--- config.mk ---
export PLATFORM = sky130hd
export DESIGN_NAME = refillBuffer
export DESIGN_NICKNAME = d
export VERILOG_FILES = /design/src/rtl/dcachePkg.sv /design/src/rtl/busPkg.sv /design/src/rtl/refillBuffer.sv
export SDC_FILE = /design/constraint.sdc
export NUM_CORES = 1
export LEC_CHECK = 0
export CAP_MARGIN = 0
export CORE_MARGIN = 4
export CORE_UTILIZATION = 56
export DETAILED_ROUTE_END_ITERATION = 10
export DONT_BUFFER_PORTS = 1
export GPL_ROUTABILITY_DRIVEN = 1
export PLACE_DENSITY = 0.73
export RECOVER_POWER = 100
export SLEW_MARGIN = 15
export SYNTH_ARGS = -nofsm -noshare
export SYNTH_HDL_FRONTEND = slang
export SYNTH_SLANG_ARGS = --single-unit
--- constraint.sdc ---
create_clock -name clk -period 3.5 [get_ports clk]
set_input_delay 0.175 -clock clk [delete_from_list [all_inputs] [get_ports clk]]
set_output_delay 0.175 -clock clk [all_outputs]
set_load 0.02 [all_outputs]
--- src/rtl/dcachePkg.sv ---
`default_nettype none

package dcachePkg;

  // geometry of the 2-way write-back cache
  localparam int AddrWidth    = 32;
  localparam int WordBits     = 64;
  localparam int WordsPerLine = 4;
  localparam int LineBits     = WordBits * WordsPerLine;
  localparam int NumSets      = 64;
  localparam int NumWays      = 2;
  localparam int OffsetBits   = $clog2(LineBits / 8);
  localparam int IndexBits    = $clog2(NumSets);
  localparam int TagBits      = AddrWidth - IndexBits - OffsetBits;

  typedef logic [AddrWidth-1:0]    addr_t;
  typedef logic [WordBits-1:0]     word_t;
  typedef logic [LineBits-1:0]     line_t;
  typedef logic [TagBits-1:0]      tag_t;
  typedef logic [IndexBits-1:0]    index_t;
  typedef logic [WordBits/8-1:0]   byteMask_t;

  typedef enum logic {
    opLoad,
    opStore
  } memOp_e;

  // 1 + 32 + 64 + 8 = 105 bits
  typedef struct packed {
    memOp_e    op;
    addr_t     addr;
    word_t     wdata;
    byteMask_t wmask;
  } cpuReq_t;

  typedef enum logic [2:0] {
    stIdle,
    stCompare,
    stWriteBack,
    stFetchReq,
    stRefill,
    stInstall
  } cacheState_e;

endpackage

`default_nettype wire

--- src/rtl/busPkg.sv ---
`default_nettype none

package busPkg;

  // one line moves as a burst of pipeline words
  localparam int BeatsPerLine  = dcachePkg::WordsPerLine;
  localparam int BeatCountBits = $clog2(BeatsPerLine);

  // write-back request, whole line at once
  typedef struct packed {
    dcachePkg::addr_t addr;
    dcachePkg::line_t line;
  } busWrReq_t;

endpackage

`default_nettype wire

--- src/rtl/refillBuffer.sv ---
`default_nettype none

module refillBuffer (
  input  logic             clk,
  input  logic             rst_n,
  input  logic             beatsEn_i,
  input  dcachePkg::word_t busData_i,
  input  logic             busDataValid_i,
  output dcachePkg::line_t fillLine_o
);
  import dcachePkg::*;
  import busPkg::*;

  logic [BeatCountBits-1:0] beatCnt;

  // counter restarts for every refill
  always_ff @(posedge clk or negedge rst_n) begin
    if (!rst_n) begin
      beatCnt <= '0;
    end else if (!beatsEn_i) begin
      beatCnt <= '0;
    end else if (busDataValid_i) begin
      beatCnt <= beatCnt + 1'b1;
    end
  end

  // beats fill the line from word 0 upward
  always_ff @(posedge clk) begin
    if (beatsEn_i && busDataValid_i) begin
      fillLine_o[beatCnt*WordBits +: WordBits] <= busData_i;
    end
  end

endmodule

`default_nettype wire

After elaboration in Yosys (flattened, before gate mapping):

Cells that the tools add are included.

* register bits after elaboration: 258
* input bits: 68
* output and inout port bits: 256
* logic and storage cells: 11

* add/subtract/negate cells: 2
* equal/unequal tests: 1
* shift operators: 2
* mux-type cells: 3
* reductions and logical operators: 1

Operator list (number)
* $bwmux W256: 1
* $shift A64 B34 Y256 const A: 1
* $shiftx A64 B34 Y256: 1
* $neg A8 Y34: 1
* $mux W2: 2
* $add A2 B1 Y2 const B: 1
* $ne A2 B1 Y1 const B: 1
* $logic_and A1 B1 Y1: 1

Depth between registers and ports, before layout:

* depth after elaboration: 3
* gate-level depth with buffers: 9
* mapped depth without buffers: 4

Worst setup path before layout:

OpenSTA, ideal clock, no wires.

* path type: reg-to-reg
* start point: register, netlist name beatCnt[0]
* end point: register fillLine_o[0] (enable)
* library setup time: 429 ps
* data arrival time: 2714 ps
* required time: 3071 ps
* setup slack: 357 ps
* stages on the path, launching flop included: 6
* buffers on the path: 2
* period minus slack after synthesis: 3143 ps
* cell sequence: dfrtp_1 -> buf_4 -> clkbuf_1 -> inv_1 -> ha_1 -> and3_1

RTL lines
* end signal, assigned by index: line refillBuffer.sv:30 `fillLine_o[beatCnt*WordBits +: WordBits] <= busData_i;`
* end, declared: line refillBuffer.sv:9 `output dcachePkg::line_t fillLine_o`

==> metrics.md <==
| Metric | Value |
|---|---|
| Outcome | finished, violations left |
| Failing checks | capacitance limit, slew limit |
| Worst skew pair latency | 0.51 ns |
| Clk sinks | 258 |
| Die W | 140.6 um |
| Deepest clock path buffer count | 3 |
| Setup tns final | 0 ns |
| GR Overflow Total | 0 |
| Die H | 140.6 um |
| Area of the die | 19780 um2 |
| R2r endpoint | fillLine_o[251]$_DFFE_PP_ |
| TritonCTS clock tree | built |
| N_diodes | 0 |
| Aggregate global-route resource usage | 23.31% |
| Iter 0 DRT Violations | 435 |
| Hold Crit Start | busDataValid_i |
| Crit path max-delay family | simple AND/OR/NAND/NOR gates |
| Min-Delay Endpoint | fillLine_o[31]$_DFFE_PP_ |
| Post-Synthesis Cells | 581 |
| Flop-to-flop setup slack | 0.56 ns |
| Net count, final | 721 |
| Worst-path cell chain | ha_1, and3_1, buf_12 |
| Placed Area | 10000 um2 |
| P_leak | 4.179 nW |
| Worst EP arrival | 3.13 ns |
| CTS H-tree lvls | 1 |
| Row cnt | 48 |
| DRT Pass-1 Iters | 4 |
| Clock input transition at the sequential cells of the worst setup and hold paths | 0.06 ns |
| Min Hold Slack | 0.2527 ns |
| Worst vdd ir | 391.4 uV |
| WS Path Type | flop to flop |
| Worst r2r src | beatCnt[0]$_DFFE_PN0P_ |
| Syn avg cell area | 16.96 um2 |
| Initial Util | 56.97% |
| Setup crit end kind | flop |
| Rel. slew slack | -14.99% |
| Core Area | 17300 um2 |
| CP Launch Type | flop |
| Largest net degree at the start of global routing | 70 |
| PwrDens | 569.4 nW/um2 |
| Vias in the first global route | 5314 |
| Worst-path maximum fanout | 35 |
| Root buffer cell | clkbuf_16 |
| Worst path buffer plus inverter count | 1 |
| Pwr Total | 6.477 mW |
| Critical Path Max Stage Delay | 1.26 ns |
| Final Skew | 0.01209 ns |
| Post-Syn Area | 9853 um2 |
| Least-Margin Pin Slew | 1.725 ns |
| RSZ-0062 raised after global routing | false |
| Worst path depth | 3 |
| Remaining DRCs | 0 |
| Pre-CTS setup slack | 0.8992 ns |
| Minimum clock period after layout | 2.941 ns |
| DR vias/cell | 5.860 |
| FF-to-FF path depth | 3 |
| I/O Buffers | 0 |
| Max Cap Violations | 2 |
| Filler cell count | 1144 |
| Detailed Place HPWL | 15.23 mm |
| Global-route wire length before repair | 35.14 mm |
| Area growth syn-to-layout | 15.43% |
| Slew Limit Fails | 59 |
| Slowest-stage cell, CP | and3_1 |
| Max Clk Rate | 0.3400 GHz |
| Worst EP required | 3.69 ns |
| Detailed Route WL | 23.64 mm |
| Final setup viols | 0 |
| Post-Syn Nets | 654 |
| Final hold vios | 0 |
| Commonest non-fill, non-tap cell in the layout | edfxtp_1 |
| Unique masters post-synth | 28 |
| Final instance area | 11370 um2 |
| Flops & latches, synth | 258 |
| Sequential fraction of the synthesis area | 78.53% |
| Most frequent cells in the layout | 256 x edfxtp_1, 127 x and3_1, 69 x dlygate4sd3_1, 68 x and2_0, 53 x and2_1 |
| Period utilization | 84.02% |
| Io pins | 324 |
| Detailed-route wire length per cell | 26.68 um |
| Final ANT Viol Nets | 0 |
| DR vias | 5192 |
| Tightest Hold Check Type | primary input to flop |
| Layout cells sized above 1 | 7.867% |
| Num CTS Buffers | 25 |
| Initial antenna violation count | 0 |
| Routability cong. | 0.7800 |
| Hold Path Cell Cnt | 1 |
| Yosys warning count | 0 |
| Worst setup margin | 0.5592 ns |
-- worst reg2reg max path: stages, from the launching register on --
cell and delay (ns):
dfrtp_1 0.73, ha_1 0.24, and3_1 1.26, buf_12 0.37
-- registers in the layout, indices dropped and copies added (netlist names) --
name,flops
fillLine_o,256
beatCnt,2
-- how the worst max path moves through the flow --
| stage | start | to | slack (ns) |
|---|---|---|---|
| detailed placement | beatCnt[0]$_DFFE_PN0P_ | fillLine_o[58]$_DFFE_PP_ | 0.90 |
| finish | beatCnt[0]$_DFFE_PN0P_ | fillLine_o[251]$_DFFE_PP_ | 0.56 |
| floorplan | beatCnt[0]$_DFFE_PN0P_ | fillLine_o[0]$_DFFE_PP_ | 0.36 |
| global route | beatCnt[0]$_DFFE_PN0P_ | fillLine_o[144]$_DFFE_PP_ | 0.41 |
| global placement | beatCnt[0]$_DFFE_PN0P_ | fillLine_o[52]$_DFFE_PP_ | 1.01 |
| CTS | beatCnt[0]$_DFFE_PN0P_ | fillLine_o[61]$_DFFE_PP_ | 0.91 |
-- repair_timing --
item / 4_1_cts / 5_1_grt
hold endpoints to repair: 260 / 0
resized for setup: 0 / 0
buffers inserted: 0 / 0
hold buffers: 69 / 0
-- metrics by stage --
stage	util (%)	cells
after CTS	66.02	886
final	65.76	886
after floorplan	-	581
after global routing	65.76	886
after detailed placement	57.83	777
after global placement	57.83	777
-- layout make-up --
| cell class | count | area, um2 | share of cell area [%] |
|---|---|---|---|
| Timing Repair Buffer | 81 | 814.5 | 7.162 |
| Tap cell | 225 | 281.5 | 2.475 |
| Clock buffer | 27 | 633.1 | 5.567 |
| Clock inverter | 13 | 91.34 | 0.8031 |
| Inverter | 2 | 7.507 | 0.06601 |
| Multi-Input combinational cell | 280 | 1808 | 15.90 |
| Sequential cell | 258 | 7737 | 68.03 |
-- where the power goes --
part           internal, mW  switching (mW)  total (mW)  leakage [nW]
clock network          1.37            1.06        2.43         0.358
registers              3.49           0.143        3.63          2.29
logic                 0.145           0.266       0.411          1.53
-- routing by layer --
| metal | GRT usage, % | up-vias | share of wire, % |
|---|---|---|---|
| met1 | 29.11 | 2575 | 36 |
| met5 | 0 | - | 0 |
| met3 | 7.904 | 39 | 10 |
| met2 | 39.24 | 311 | 51 |
| li1 | - | 2267 | - |
| met4 | 6.527 | 0 | 2.5 |
-- cell usage after synthesis --
cell / number / area share (%)
inv_1: 2 / 0.076
buf_2: 1 / 0.051
nor2b_4: 1 / 0.14
edfxtp_1: 256 / 78
and3_2: 5 / 0.38
clkbuf_1: 12 / 0.46
nand2_1: 1 / 0.038
ha_1: 5 / 0.63
nor2b_2: 1 / 0.089
and3_1: 129 / 8.2
buf_8: 5 / 0.76
nand3b_1: 1 / 0.076
nor3_1: 3 / 0.15
buf_12: 1 / 0.20
buf_6: 5 / 0.57
nor4_1: 1 / 0.064
nor2_1: 4 / 0.15
nor4b_4: 1 / 0.24
or2b_1: 1 / 0.076
mux2i_1: 1 / 0.10
dfrtp_1: 2 / 0.51
xor2_1: 1 / 0.089
and2_1: 121 / 7.7
buf_4: 1 / 0.076
and4bb_4: 1 / 0.17
nor2b_1: 1 / 0.064
nand2b_1: 2 / 0.13
clkbuf_2: 16 / 0.81
-- logic make-up after synthesis --
kind of cell	Yosys count	share of synthesized area, %
XOR/XNOR	1	0.08891
flip-flops	258	78.53
buffers and inverters	43	3.009
AND/OR/NAND/NOR	273	17.64
adder cells (fa/ha/maj)	5	0.6349
multiplexers	1	0.1016
No activity file was read; power rests on OpenSTA's default activity.
