===== config.mk =====
export PLATFORM = sky130hd
export DESIGN_NAME = dcacheCtrl
export DESIGN_NICKNAME = d
export VERILOG_FILES = /design/src/rtl/dcachePkg.sv /design/src/rtl/busPkg.sv /design/src/rtl/dcacheCtrl.sv
export SDC_FILE = /design/constraint.sdc
export NUM_CORES = 1
export LEC_CHECK = 0
export BUFFER_PORTS_ARGS = -buffer_cell sky130_fd_sc_hd__buf_4
export CORE_AREA = 2 2 320 322
export CTS_BUF_LIST = sky130_fd_sc_hd__clkbuf_2
export DETAILED_ROUTE_END_ITERATION = 10
export DIE_AREA = 0 0 322 324
export SLEW_MARGIN = 5
export SYNTH_ARGS = -nofsm -noshare
export SYNTH_HDL_FRONTEND = slang
export SYNTH_SLANG_ARGS = --single-unit
export TNS_END_PERCENT = 20

===== constraint.sdc =====
create_clock -name clk -period 3.4 [get_ports clk]
set_input_delay 0.34 -clock clk [delete_from_list [all_inputs] [get_ports clk]]
set_output_delay 0.34 -clock clk [all_outputs]
set_load 0.01 [all_outputs]

===== src/rtl/dcachePkg.sv =====
`default_nettype none

package dcachePkg;

  // geometry of the 2-way write-back cache
  localparam int AddrWidth    = 32;
  localparam int WordBits     = 64;
  localparam int WordsPerLine = 4;
  localparam int LineBits     = WordBits * WordsPerLine;
  localparam int NumSets      = 64;
  localparam int NumWays      = 2;
  localparam int OffsetBits   = $clog2(LineBits / 8);
  localparam int IndexBits    = $clog2(NumSets);
  localparam int TagBits      = AddrWidth - IndexBits - OffsetBits;

  typedef logic [AddrWidth-1:0]    addr_t;
  typedef logic [WordBits-1:0]     word_t;
  typedef logic [LineBits-1:0]     line_t;
  typedef logic [TagBits-1:0]      tag_t;
  typedef logic [IndexBits-1:0]    index_t;
  typedef logic [WordBits/8-1:0]   byteMask_t;

  typedef enum logic {
    opLoad,
    opStore
  } memOp_e;

  // 1 + 32 + 64 + 8 = 105 bits
  typedef struct packed {
    memOp_e    op;
    addr_t     addr;
    word_t     wdata;
    byteMask_t wmask;
  } cpuReq_t;

  typedef enum logic [2:0] {
    stIdle,
    stCompare,
    stWriteBack,
    stFetchReq,
    stRefill,
    stInstall
  } cacheState_e;

endpackage

`default_nettype wire


===== src/rtl/busPkg.sv =====
`default_nettype none

package busPkg;

  // one line moves as a burst of pipeline words
  localparam int BeatsPerLine  = dcachePkg::WordsPerLine;
  localparam int BeatCountBits = $clog2(BeatsPerLine);

  // write-back request, whole line at once
  typedef struct packed {
    dcachePkg::addr_t addr;
    dcachePkg::line_t line;
  } busWrReq_t;

endpackage

`default_nettype wire


===== src/rtl/dcacheCtrl.sv =====
`default_nettype none

module dcacheCtrl (
  input  logic                clk,
  input  logic                rst_n,
  input  dcachePkg::cpuReq_t  req_i,
  input  logic                reqValid_i,
  input  logic                hit_i,
  input  logic                hitWay_i,
  input  logic                victimDirty_i,
  input  dcachePkg::tag_t     victimTag_i,
  input  dcachePkg::line_t    victimLine_i,
  input  logic                busRdReady_i,
  input  logic                busWrReady_i,
  input  logic                busLast_i,
  input  logic                busDataValid_i,
  output logic                addrOk_o,
  output logic                dataOk_o,
  output dcachePkg::cpuReq_t  curReq_o,
  output logic                storeEn_o,
  output logic                installEn_o,
  output logic                beatsEn_o,
  output logic                victimWay_o,
  output logic                busRdValid_o,
  output dcachePkg::addr_t    busRdAddr_o,
  output logic                busWrValid_o,
  output busPkg::busWrReq_t   busWr_o
);
  import dcachePkg::*;

  cacheState_e state;
  cacheState_e nextState;
  logic        victimToggle;
  logic        refilled;
  logic        cmpHit;
  index_t      curIndex;

  assign curIndex = curReq_o.addr[OffsetBits +: IndexBits];

  // after a refill the answer must come from the way just installed,
  // which is the one the toggle pointed at before it flipped
  assign cmpHit = hit_i && (!refilled || (hitWay_i == ~victimToggle));

  always_ff @(posedge clk or negedge rst_n) begin
    if (!rst_n) begin
      state <= stIdle;
    end else begin
      state <= nextState;
    end
  end

  always_comb begin
    nextState = state;
    case (state)
      stIdle: begin
        if (reqValid_i) nextState = stCompare;
      end
      stCompare: begin
        if (cmpHit) begin
          nextState = stIdle;
        end else if (victimDirty_i) begin
          nextState = stWriteBack;
        end else begin
          nextState = stFetchReq;
        end
      end
      stWriteBack: begin
        if (busWrReady_i) nextState = stFetchReq;
      end
      stFetchReq: begin
        if (busRdReady_i) nextState = stRefill;
      end
      stRefill: begin
        // beats can arrive with gaps, wait for the last one
        if (busDataValid_i && busLast_i) nextState = stInstall;
      end
      stInstall: begin
        nextState = stCompare;
      end
      default: begin
        nextState = stIdle;
      end
    endcase
  end

  // request is captured only on acceptance
  always_ff @(posedge clk) begin
    if (addrOk_o && reqValid_i) begin
      curReq_o <= req_i;
    end
  end

  // round-robin victim, flips once per replacement
  always_ff @(posedge clk or negedge rst_n) begin
    if (!rst_n) begin
      victimToggle <= 1'b0;
      refilled     <= 1'b0;
    end else if (state == stInstall) begin
      victimToggle <= ~victimToggle;
      refilled     <= 1'b1;
    end else if (state == stCompare) begin
      refilled     <= 1'b0;
    end
  end

  assign addrOk_o    = (state == stIdle);
  assign dataOk_o    = (state == stCompare) && cmpHit;
  assign storeEn_o   = dataOk_o && (curReq_o.op == opStore);
  assign installEn_o = (state == stInstall);
  assign beatsEn_o   = (state == stRefill);
  assign victimWay_o = victimToggle;

  // fetch the whole line that holds the request
  assign busRdValid_o = (state == stFetchReq);
  assign busRdAddr_o  = {curReq_o.addr[AddrWidth-1:OffsetBits], OffsetBits'(0)};

  // victim address is rebuilt from its stored tag
  assign busWrValid_o = (state == stWriteBack);
  assign busWr_o      = '{addr: {victimTag_i, curIndex, OffsetBits'(0)},
                          line: victimLine_i};

endmodule

`default_nettype wire


* Word level (Yosys, flattened, before mapping)
Index checks and enable logic that the tools add are counted.
Storage, ports and cells: flip-flop bits (word level) 110, bits of input ports 392, output and inout bits 433
Operators by class: equal/unequal tests 10, mux-type cells 9, bitwise gates (word level) 1, reductions and logical operators 10
Operators by type and width (count):
- $pmux 3 s6 | 1
- $mux 3 | 4
- $eq 3x2->1 const B | 2
- $eq 3x3->1 const B | 2
- $ne 2x2->1 const B | 3
- $logic_and 1x1->1 | 5
- $reduce_and 4->1 | 1
- $eq 3x1->1 const B | 1
- $logic_not 3->1 | 1
- $mux 1 | 3
- $mux 2 | 1
- $ne 2x1->1 const B | 1
- $reduce_bool 2->1 | 1
- $eq 1x1->1 | 1
- $logic_not 1->1 | 1
- $logic_or 1x1->1 | 1
- $not 1->1 | 1

* Logic depth before layout (Yosys ltp)
Gate-level depths: netlist (run 1).
depth after elaboration 6, mapped depth 4, mapped depth without buffers 3

* Least setup slack after synthesis (run 1)
Ideal clock, no wire load.
kind reg-to-reg, start point register state[1], end point register curReq_o, in the netlist busRdAddr_o[10], enable pin, setup time 0.475 ns, arrival 3.336 ns, data required time 2.925 ns, setup slack -0.412 ns, cell stages (with the launch flop) 4, clock period less this slack 3.812 ns, cells stage by stage dfrtp_1 > buf_6 > nor3_1 > and2_1
On the way: longest elaborated chain between the ends 2
Ends and longest elaborated chain:
- from (decl) | line dcacheCtrl.sv:31 | cacheState_e state;
- from (signal assigned) | line dcacheCtrl.sv:46 | state <= stIdle;
- from (signal assigned) | line dcacheCtrl.sv:48 | state <= nextState;
- $logic_not 3->1 | line dcacheCtrl.sv:106 | assign addrOk_o = (state == stIdle);
- named net addrOk_o | line dcacheCtrl.sv:17 | output logic addrOk_o,
- $logic_and 1x1->1 | line dcacheCtrl.sv:88 | if (addrOk_o && reqValid_i) begin
- to (signal assigned) | line dcacheCtrl.sv:89 | curReq_o <= req_i;
- to (decl) | line dcacheCtrl.sv:19 | output dcachePkg::cpuReq_t curReq_o,
The timed path passes the listed nets, and every way through them passes these cells. A chain may end at the register's enable or synchronous reset.

* Worst setup path in the final report (run 1)
start point register state[1], end point output port storeEn_o
On the way: longest elaborated chain between the ends 3
Ends and longest elaborated chain:
- $eq 3x1->1 | line dcacheCtrl.sv:107 | assign dataOk_o = (state == stCompare) && cmpHit;
- $logic_and 1x1->1 | line dcacheCtrl.sv:107
- $logic_and 1x1->1 | line dcacheCtrl.sv:108 | assign storeEn_o = dataOk_o && (curReq_o.op == opStore);
- to (decl) | line dcacheCtrl.sv:20 | output logic storeEn_o,
Every way passes these cells.

==> results.sh, run 1 <==
export IMPL_syn_inst=463
export IMPL_worst_pin_slew_ns=0.661
export IMPL_synth_seq_area_share_pct=55.5
export IMPL_synth_top_cell_by_area="edfxtp_1"
export IMPL_finalSetupTns_ns=0
export IMPL_vias=3547
export IMPL_synthArstFlopShare_pct=4.55
export IMPL_r2r_slack_ns=1.20
export IMPL_dp_hpwl_um=46500
export IMPL_synth_area_top_cells="edfxtp_1, buf_4, dfrtp_1"
export IMPL_pwr_share_seq_pct=51.2
export IMPL_path_clk_slew_ns=0.38
export IMPL_wl_per_cell_um=27.5
export IMPL_powerDensity_nw_per_um2=463
export IMPL_rsz0062_at_grt="false"
export IMPL_yosys_warnings=0
export IMPL_p_total_mw=3.91
export IMPL_reg2reg_to="curReq_o[27]"
export IMPL_path_class="flop to output pin"
export IMPL_slew_violations=0
export IMPL_regToRegStartpoint="state[0]"
export IMPL_setup_violations=0
export IMPL_grt_pass1_wl_um=57600
export IMPL_fmax_mhz=390
export IMPL_track_usage_pct=9.31
export IMPL_switching_share_pct=34.0
export IMPL_gp_congestion=0.859
export IMPL_hold_violations=0
export IMPL_fillers=11613
export IMPL_numCtsBuffers=9
export IMPL_synth_top_area_share_pct=53.4
export IMPL_io_pins=825
export IMPL_p_int_mw=2.58
export IMPL_grt_pass1_vias=3826
export IMPL_start_util_pct=5.84
export IMPL_p_comb_share_pct=32.3
export IMPL_endpoint="storeEn_o"
export IMPL_slew_headroom_pct=55.9
export IMPL_p_sw_mw=1.33
export IMPL_wl_um=51300
export IMPL_critPathMaxFanout=9
export IMPL_syn_area_um2=5900
export IMPL_peakVddDrop_mv=0.443
export IMPL_synthFlopType="edfxtp_1"
export IMPL_detail_route_antenna_nets=0
export IMPL_fp_dieW_um=322
export IMPL_end_kind="output pin"
export IMPL_vias_per_cell=1.90
export IMPL_ctsHoldBuffers=119
export IMPL_critical_path_required_ns=3.06
export IMPL_syn_to_final_growth_pct=43.2
export IMPL_hold_path_class="primary input to flop"
export IMPL_clock_skew_ns=0.103
export IMPL_critPathLaunch="state[1]"
export IMPL_nets=935
export IMPL_drc=0
export IMPL_cts_buffer_depth=2
export IMPL_antenna_found_initial=8
export IMPL_cts_tree="yes"
export IMPL_post_cts_buffers=0
export IMPL_drv_cap=0
export IMPL_cts_htree_levels=3
export IMPL_drtIter0Drc=69
export IMPL_outcome="completed"
export IMPL_num_rows=117
export IMPL_synth_edf_count=105
export IMPL_io_buffers=260
export IMPL_ys_types=23
export IMPL_insertion_delay_ns=0.82
export IMPL_layout_drive_gt1_share_pct=51.1
export IMPL_ys_seq_elements=110
export IMPL_core_um2=101000
export IMPL_critPathArrivalTime_ns=2.22
export IMPL_finalCritPeriodShare_pct=75.4
export IMPL_grt_overflow=0
export IMPL_cts_root_buf="clkbuf_2"
export IMPL_clkSinkCount=110
export IMPL_die_area_um2=104000
export IMPL_worstRegToRegCells=3
export IMPL_grt_max_degree=52
export IMPL_p_clk_share_pct=16.6
export IMPL_finalCriticalPeriod_ns=2.56
export IMPL_start_kind="flop"
export IMPL_die_h_um=324
export IMPL_p_leak_nw=2.97
export IMPL_cts_resized=0
export IMPL_drt_pass1_iter_count=4
export IMPL_synth_avg_cell_area_um2=12.7
export IMPL_whs_path_depth=2
[sequential cells by signal, indices dropped and copies added, names as in the netlist]
name         count
curReq_o        78
victimWay_o      1
state            3
refilled         1
busRdAddr_o     27
[area by class of cell]
cell class / count / area, um2 / area share (%)
Antenna cell: 7 / 17.5 / 0.207
Clock buffer: 10 / 50.0 / 0.592
Clock inverter: 6 / 46.3 / 0.548
Inverter: 3 / 11.3 / 0.133
Multi-Input combinational cell: 37 / 231 / 2.74
Sequential cell: 110 / 3280 / 38.8
Tap cell: 1309 / 1640 / 19.4
Timing Repair Buffer: 382 / 3180 / 37.6
[Yosys cell counts (2+ instances only)]
cell type,count
and2_1,3
nor2_1,2
edfxtp_1,105
nand2_1,2
nor3_1,3
dfrtp_1,5
xnor2_1,2
inv_1,3
nand2b_1,3
buf_4,320
nand3_1,2
a211oi_1,2
[worst min path at each step]
stage | startpoint | to | slack, ns
2_1_floorplan | rst_n | refilled | 0.04
3_3_place_gp | rst_n | refilled | 0.14
3_5_place_dp | rst_n | refilled | 0.15
4_1_cts | req_i[10] | curReq_o[10] | 0.009
5_1_grt | req_i[37] | curReq_o[37] | 0.02
6_report | req_i[104] | curReq_o[104] | 0.23
[cells by family after synthesis]
group,count (synthesis),share of synthesized area [%]
buffers and inverters,325,41.2
XOR/XNOR,2,0.297
other,1,0.0635
AO/OA/AOI/OAI,7,1.29
AND/OR/NAND/NOR,18,1.65
flip-flops,110,55.5
[critical path, cell delays in order (launching register included)]
cell and delay, ns:
dfrtp_1 0.56, nand2b_1 0.23, a2111oi_4 0.36, and2_1 0.17, buf_4 0.11
[placed cells by master, fill, tap and decap left out]
| cell type | Yosys | layout |
|---|---|---|
| nor3b_1 | 1 | 1 |
| and3_1 | 1 | 1 |
| a211oi_1 | 2 | 2 |
| clkinv_1 | 0 | 1 |
| dfrtp_1 | 5 | 5 |
| nor3_1 | 3 | 3 |
| diode_2 | 0 | 7 |
| a2111oi_4 | 1 | 1 |
| conb_1 | 1 | 10 |
| nand2_1 | 2 | 2 |
| inv_8 | 0 | 1 |
| nand2b_1 | 3 | 3 |
| inv_1 | 3 | 3 |
| nor2_1 | 2 | 2 |
| xnor2_1 | 2 | 2 |
| clkinvlp_4 | 0 | 3 |
| nand3_1 | 2 | 2 |
| clkinv_4 | 0 | 1 |
| nor4_1 | 1 | 1 |
| a21o_1 | 1 | 1 |
| buf_12 | 0 | 1 |
| o32ai_1 | 1 | 1 |
| buf_4 | 320 | 262 |
| dlygate4sd3_1 | 0 | 119 |
| edfxtp_1 | 105 | 105 |
| clkbuf_2 | 0 | 10 |
| and2_1 | 3 | 2 |
| o21bai_1 | 1 | 1 |
| and2_4 | 0 | 1 |
| a32o_1 | 1 | 1 |
[stage by stage]
step	worst slack, ns	hold WS, ns	cells	util (%)	cell area (um2)
after floorplan	0.733	0.0444	472	-	5940
after global placement	1.34	0.144	1722	7.07	7150
after detailed placement	1.31	0.146	1722	7.07	7150
after CTS	0.623	0.00861	1857	8.35	8430
after global routing	0.565	0.0226	1862	8.36	8450
final	0.837	0.230	1864	8.37	8450
[power by group through the flow]
stage	combinational, mW	clock, mW	sequential (mW)
after floorplan	0.755	0	2.09
after global placement	1.13	0	2.03
after detailed placement	1.14	0	2.03
after CTS	1.28	0.712	2.01
after global routing	1.35	0.760	2.03
final	1.26	0.648	2.00
[per-layer routing]
layer | share of wire [%] | global-route usage (%) | routed length (um)
met5 | 0.025 | 0 | 13
met3 | 33 | 14.4 | 17100
met1 | 15 | 3.79 | 7560
met2 | 51 | 16.8 | 26000
met4 | 1.1 | 1.70 | 589
Power figures use the tool's default switching activity.
==> run 2: changes to the inputs <==
--- a/config.mk
+++ b/config.mk
@@ -5,11 +5,12 @@
 export SDC_FILE = /design/constraint.sdc
 export NUM_CORES = 1
 export LEC_CHECK = 0
+export ABC_AREA = 1
 export BUFFER_PORTS_ARGS = -buffer_cell sky130_fd_sc_hd__buf_4
-export CORE_AREA = 2 2 320 322
+export CORE_AREA = 2 2 324 326
 export CTS_BUF_LIST = sky130_fd_sc_hd__clkbuf_2
 export DETAILED_ROUTE_END_ITERATION = 10
-export DIE_AREA = 0 0 322 324
+export DIE_AREA = 0 0 326 328
 export SLEW_MARGIN = 5
 export SYNTH_ARGS = -nofsm -noshare
 export SYNTH_HDL_FRONTEND = slang
==> constraint.sdc (replaced) <==
create_clock -name clk -period 2.5 [get_ports clk]
set_input_delay 0.25 -clock clk [delete_from_list [all_inputs] [get_ports clk]]
set_output_delay 0.25 -clock clk [all_outputs]
set_load 0.01 [all_outputs]
==> run 2 against run 1 <==
Area after synthesis rose by 0.25%. Global-route usage fell by 2.6 points. First-iteration DRC count grew 46%. Hold slack lost 0.031 ns. Cell count up 10%. Non-clock buffer count rose by 98. Power up 46%. Count of clock-buffer cells in the layout did not move. Clock power is 65% higher.
==> results.sh, run 2 <==
export IMPL_regToRegStartpoint="state[2]"
export IMPL_slew_violations=0
export IMPL_synth_most_common_cell="buf_4"
export IMPL_syn_to_final_growth_pct=62.6
export IMPL_critical_path_required_ns=2.25
export IMPL_path_clk_slew_ns=0.41
export IMPL_setup_violations=0
export IMPL_nets=1053
export IMPL_grt_max_degree=106
export IMPL_drv_cap=0
export IMPL_syn_inst=481
export IMPL_dp_cells=1811
export IMPL_start_util_pct=5.73
export IMPL_synthArstFlopShare_pct=4.55
export IMPL_yosys_warnings=0
export IMPL_slew_headroom_pct=53.9
export IMPL_critPathArrivalTime_ns=2.00
export IMPL_synth_seq_area_share_pct=55.4
export IMPL_io_buffers=260
export IMPL_hold_end="curReq_o[53]"
export IMPL_holdWs_ns=0.199
export IMPL_detail_route_antenna_nets=0
export IMPL_drtIter0Drc=101
export IMPL_layout_drive_gt1_share_pct=44.6
export IMPL_synth_edf_count=105
export IMPL_critPathMaxFanout=4
export IMPL_cts_root_buf="clkbuf_2"
export IMPL_wl_um=37600
export IMPL_fmax_mhz=445
export IMPL_hold_path_class="primary input to flop"
export IMPL_clock_skew_ns=0.0661
export IMPL_vias_per_cell=1.90
export IMPL_synthFlopType="edfxtp_1"
export IMPL_track_usage_pct=6.71
export IMPL_end_kind="output pin"
export IMPL_rsz0062_at_grt="false"
export IMPL_io_pins=825
export IMPL_hold_violations=0
export IMPL_drt_pass1_iter_count=4
export IMPL_die_h_um=328
export IMPL_die_area_um2=107000
export IMPL_core_um2=103000
export IMPL_reg2reg_to="busRdAddr_o[7]"
export IMPL_ys_types=18
export IMPL_finalCritPeriodShare_pct=89.9
export IMPL_ys_seq_elements=110
export IMPL_cts_buffer_depth=2
export IMPL_setup_ws_ns=0.252
export IMPL_synth_top_area_share_pct=53.3
export IMPL_fp_dieW_um=326
export IMPL_post_route_util_pct=9.32
export IMPL_finalCriticalPeriod_ns=2.25
export IMPL_synth_commonest_cells="buf_4, edfxtp_1, nand2_1, inv_1, dfrtp_1"
export IMPL_outcome="completed"
export IMPL_whs_path_depth=2
export IMPL_finalSetupTns_ns=0
export IMPL_synth_top_cell_by_area="edfxtp_1"
export IMPL_cts_tree="yes"
export IMPL_p_total_mw=5.73
export IMPL_hp_start="req_i[53]"
export IMPL_final_area_um2=9620
export IMPL_wl_per_cell_um=18.3
export IMPL_r2r_slack_ns=0.55
export IMPL_place_area_um2=7260
export IMPL_worstRegToRegCells=4
export IMPL_grt_pass1_wl_um=44300
export IMPL_path_class="flop to output pin"
export IMPL_drc=0
export IMPL_num_rows=118
export IMPL_powerDensity_nw_per_um2=595
export IMPL_vias=3896
export IMPL_numCtsBuffers=9
export IMPL_grt_pass1_vias=4032
export IMPL_most_common_layout_cells="buf_4, dlygate4sd3_1, edfxtp_1"
export IMPL_insertion_delay_ns=0.85
export IMPL_pre_cts_ws_ns=0.722
export IMPL_gp_congestion=0.684
export IMPL_peakVddDrop_mv=0.580
export IMPL_cts_htree_levels=3
export IMPL_largest_register_ffs=78
export IMPL_synth_avg_cell_area_um2=12.3
export IMPL_fin_cells=2055
export IMPL_start_kind="flop"
export IMPL_regMostFlops="curReq_o"
export IMPL_syn_area_um2=5920
export IMPL_clkSinkCount=110
export IMPL_final_common_cell="buf_4"
export IMPL_antenna_found_initial=9
export IMPL_p_leak_nw=3.49
export IMPL_dp_hpwl_um=30900
export IMPL_worst_pin_slew_ns=0.691
export IMPL_grt_overflow=0
export IMPL_synth_area_top_cells="edfxtp_1, buf_4, dfrtp_1"
## run 2: changes by cell type after synthesis, sizes merged, moves of 2 or more
| cell | change |
|---|---|
| nand2b | -3 |
| nor3 | -2 |
| and2 | -2 |
| o21ai | +3 |
| nor2 | +5 |
| a211oi | -2 |
| buf | -2 |
| nand2 | +20 |
| xnor2 | -2 |
| inv | +8 |
## run 2: kinds of logic (layout without fill, tap and decap cells)
kind of cell	Yosys count	after routing	synth area share [%]
AO/OA/AOI/OAI	3	3	0.254
XOR/XNOR	1	1	0.148
buffers and inverters	331	507	41.3
flip-flops	110	110	55.4
other	1	19	0.0634
AND/OR/NAND/NOR	35	35	2.85
## run 2: layout make-up
cell class | count | area (um2)
Antenna cell | 9 | 22.5
Clock buffer | 10 | 50.0
Multi-Input combinational cell | 49 | 262
Tap cell | 1380 | 1730
Timing Repair Buffer | 480 | 4150
Clock inverter | 6 | 86.3
Fill cell | 11801 | 93600
Inverter | 11 | 41.3
Sequential cell | 110 | 3280
## run 2: how the worst max path moves through the flow
| stage | cells past startpoint | startpoint | to |
|---|---|---|---|
| 6_report | 6 | victimWay_o | storeEn_o |
| 5_1_grt | 6 | victimWay_o | storeEn_o |
| 4_1_cts | 6 | state[2] | storeEn_o |
| 3_5_place_dp | 4 | state[1] | busRdAddr_o[26] |
| 3_3_place_gp | 4 | state[1] | busRdAddr_o[26] |
| 2_1_floorplan | 3 | state[1] | busRdAddr_o[10] |
## run 2: worst max-delay path, cell delays in order, from the launching register on
cell     delay (ns)
dfrtp_1        0.52
inv_1          0.08
nand2_1        0.05
nand3_1        0.09
nand2_2        0.09
nor3b_2        0.18
buf_4          0.14
## run 2: timing repair
item,CTS,global route
setup buffers,1,3
resized for setup,1,4
hold buffers,196,19
hold endpoints to repair,113,32
endpoints found under the setup margin,1,2
pin swaps,0,2
## run 2: power breakdown
| group | total [mW] | switching, mW | internal [mW] | leakage (nW) |
|---|---|---|---|---|
| sequential | 2.66 | 0.176 | 2.49 | 1.03 |
| combinational | 1.99 | 0.984 | 1.01 | 2.37 |
| clock | 1.07 | 0.803 | 0.271 | 0.0838 |
## run 2: per-layer routing
metal | vias up | global-route usage (%) | part of all wire, %
met5 | - | 0.222 | 0.13
met4 | 4 | 2.50 | 3.6
met3 | 88 | 11.0 | 33
met2 | 552 | 10.2 | 44
met1 | 1657 | 3.37 | 19
li1 | 1595 | - | -
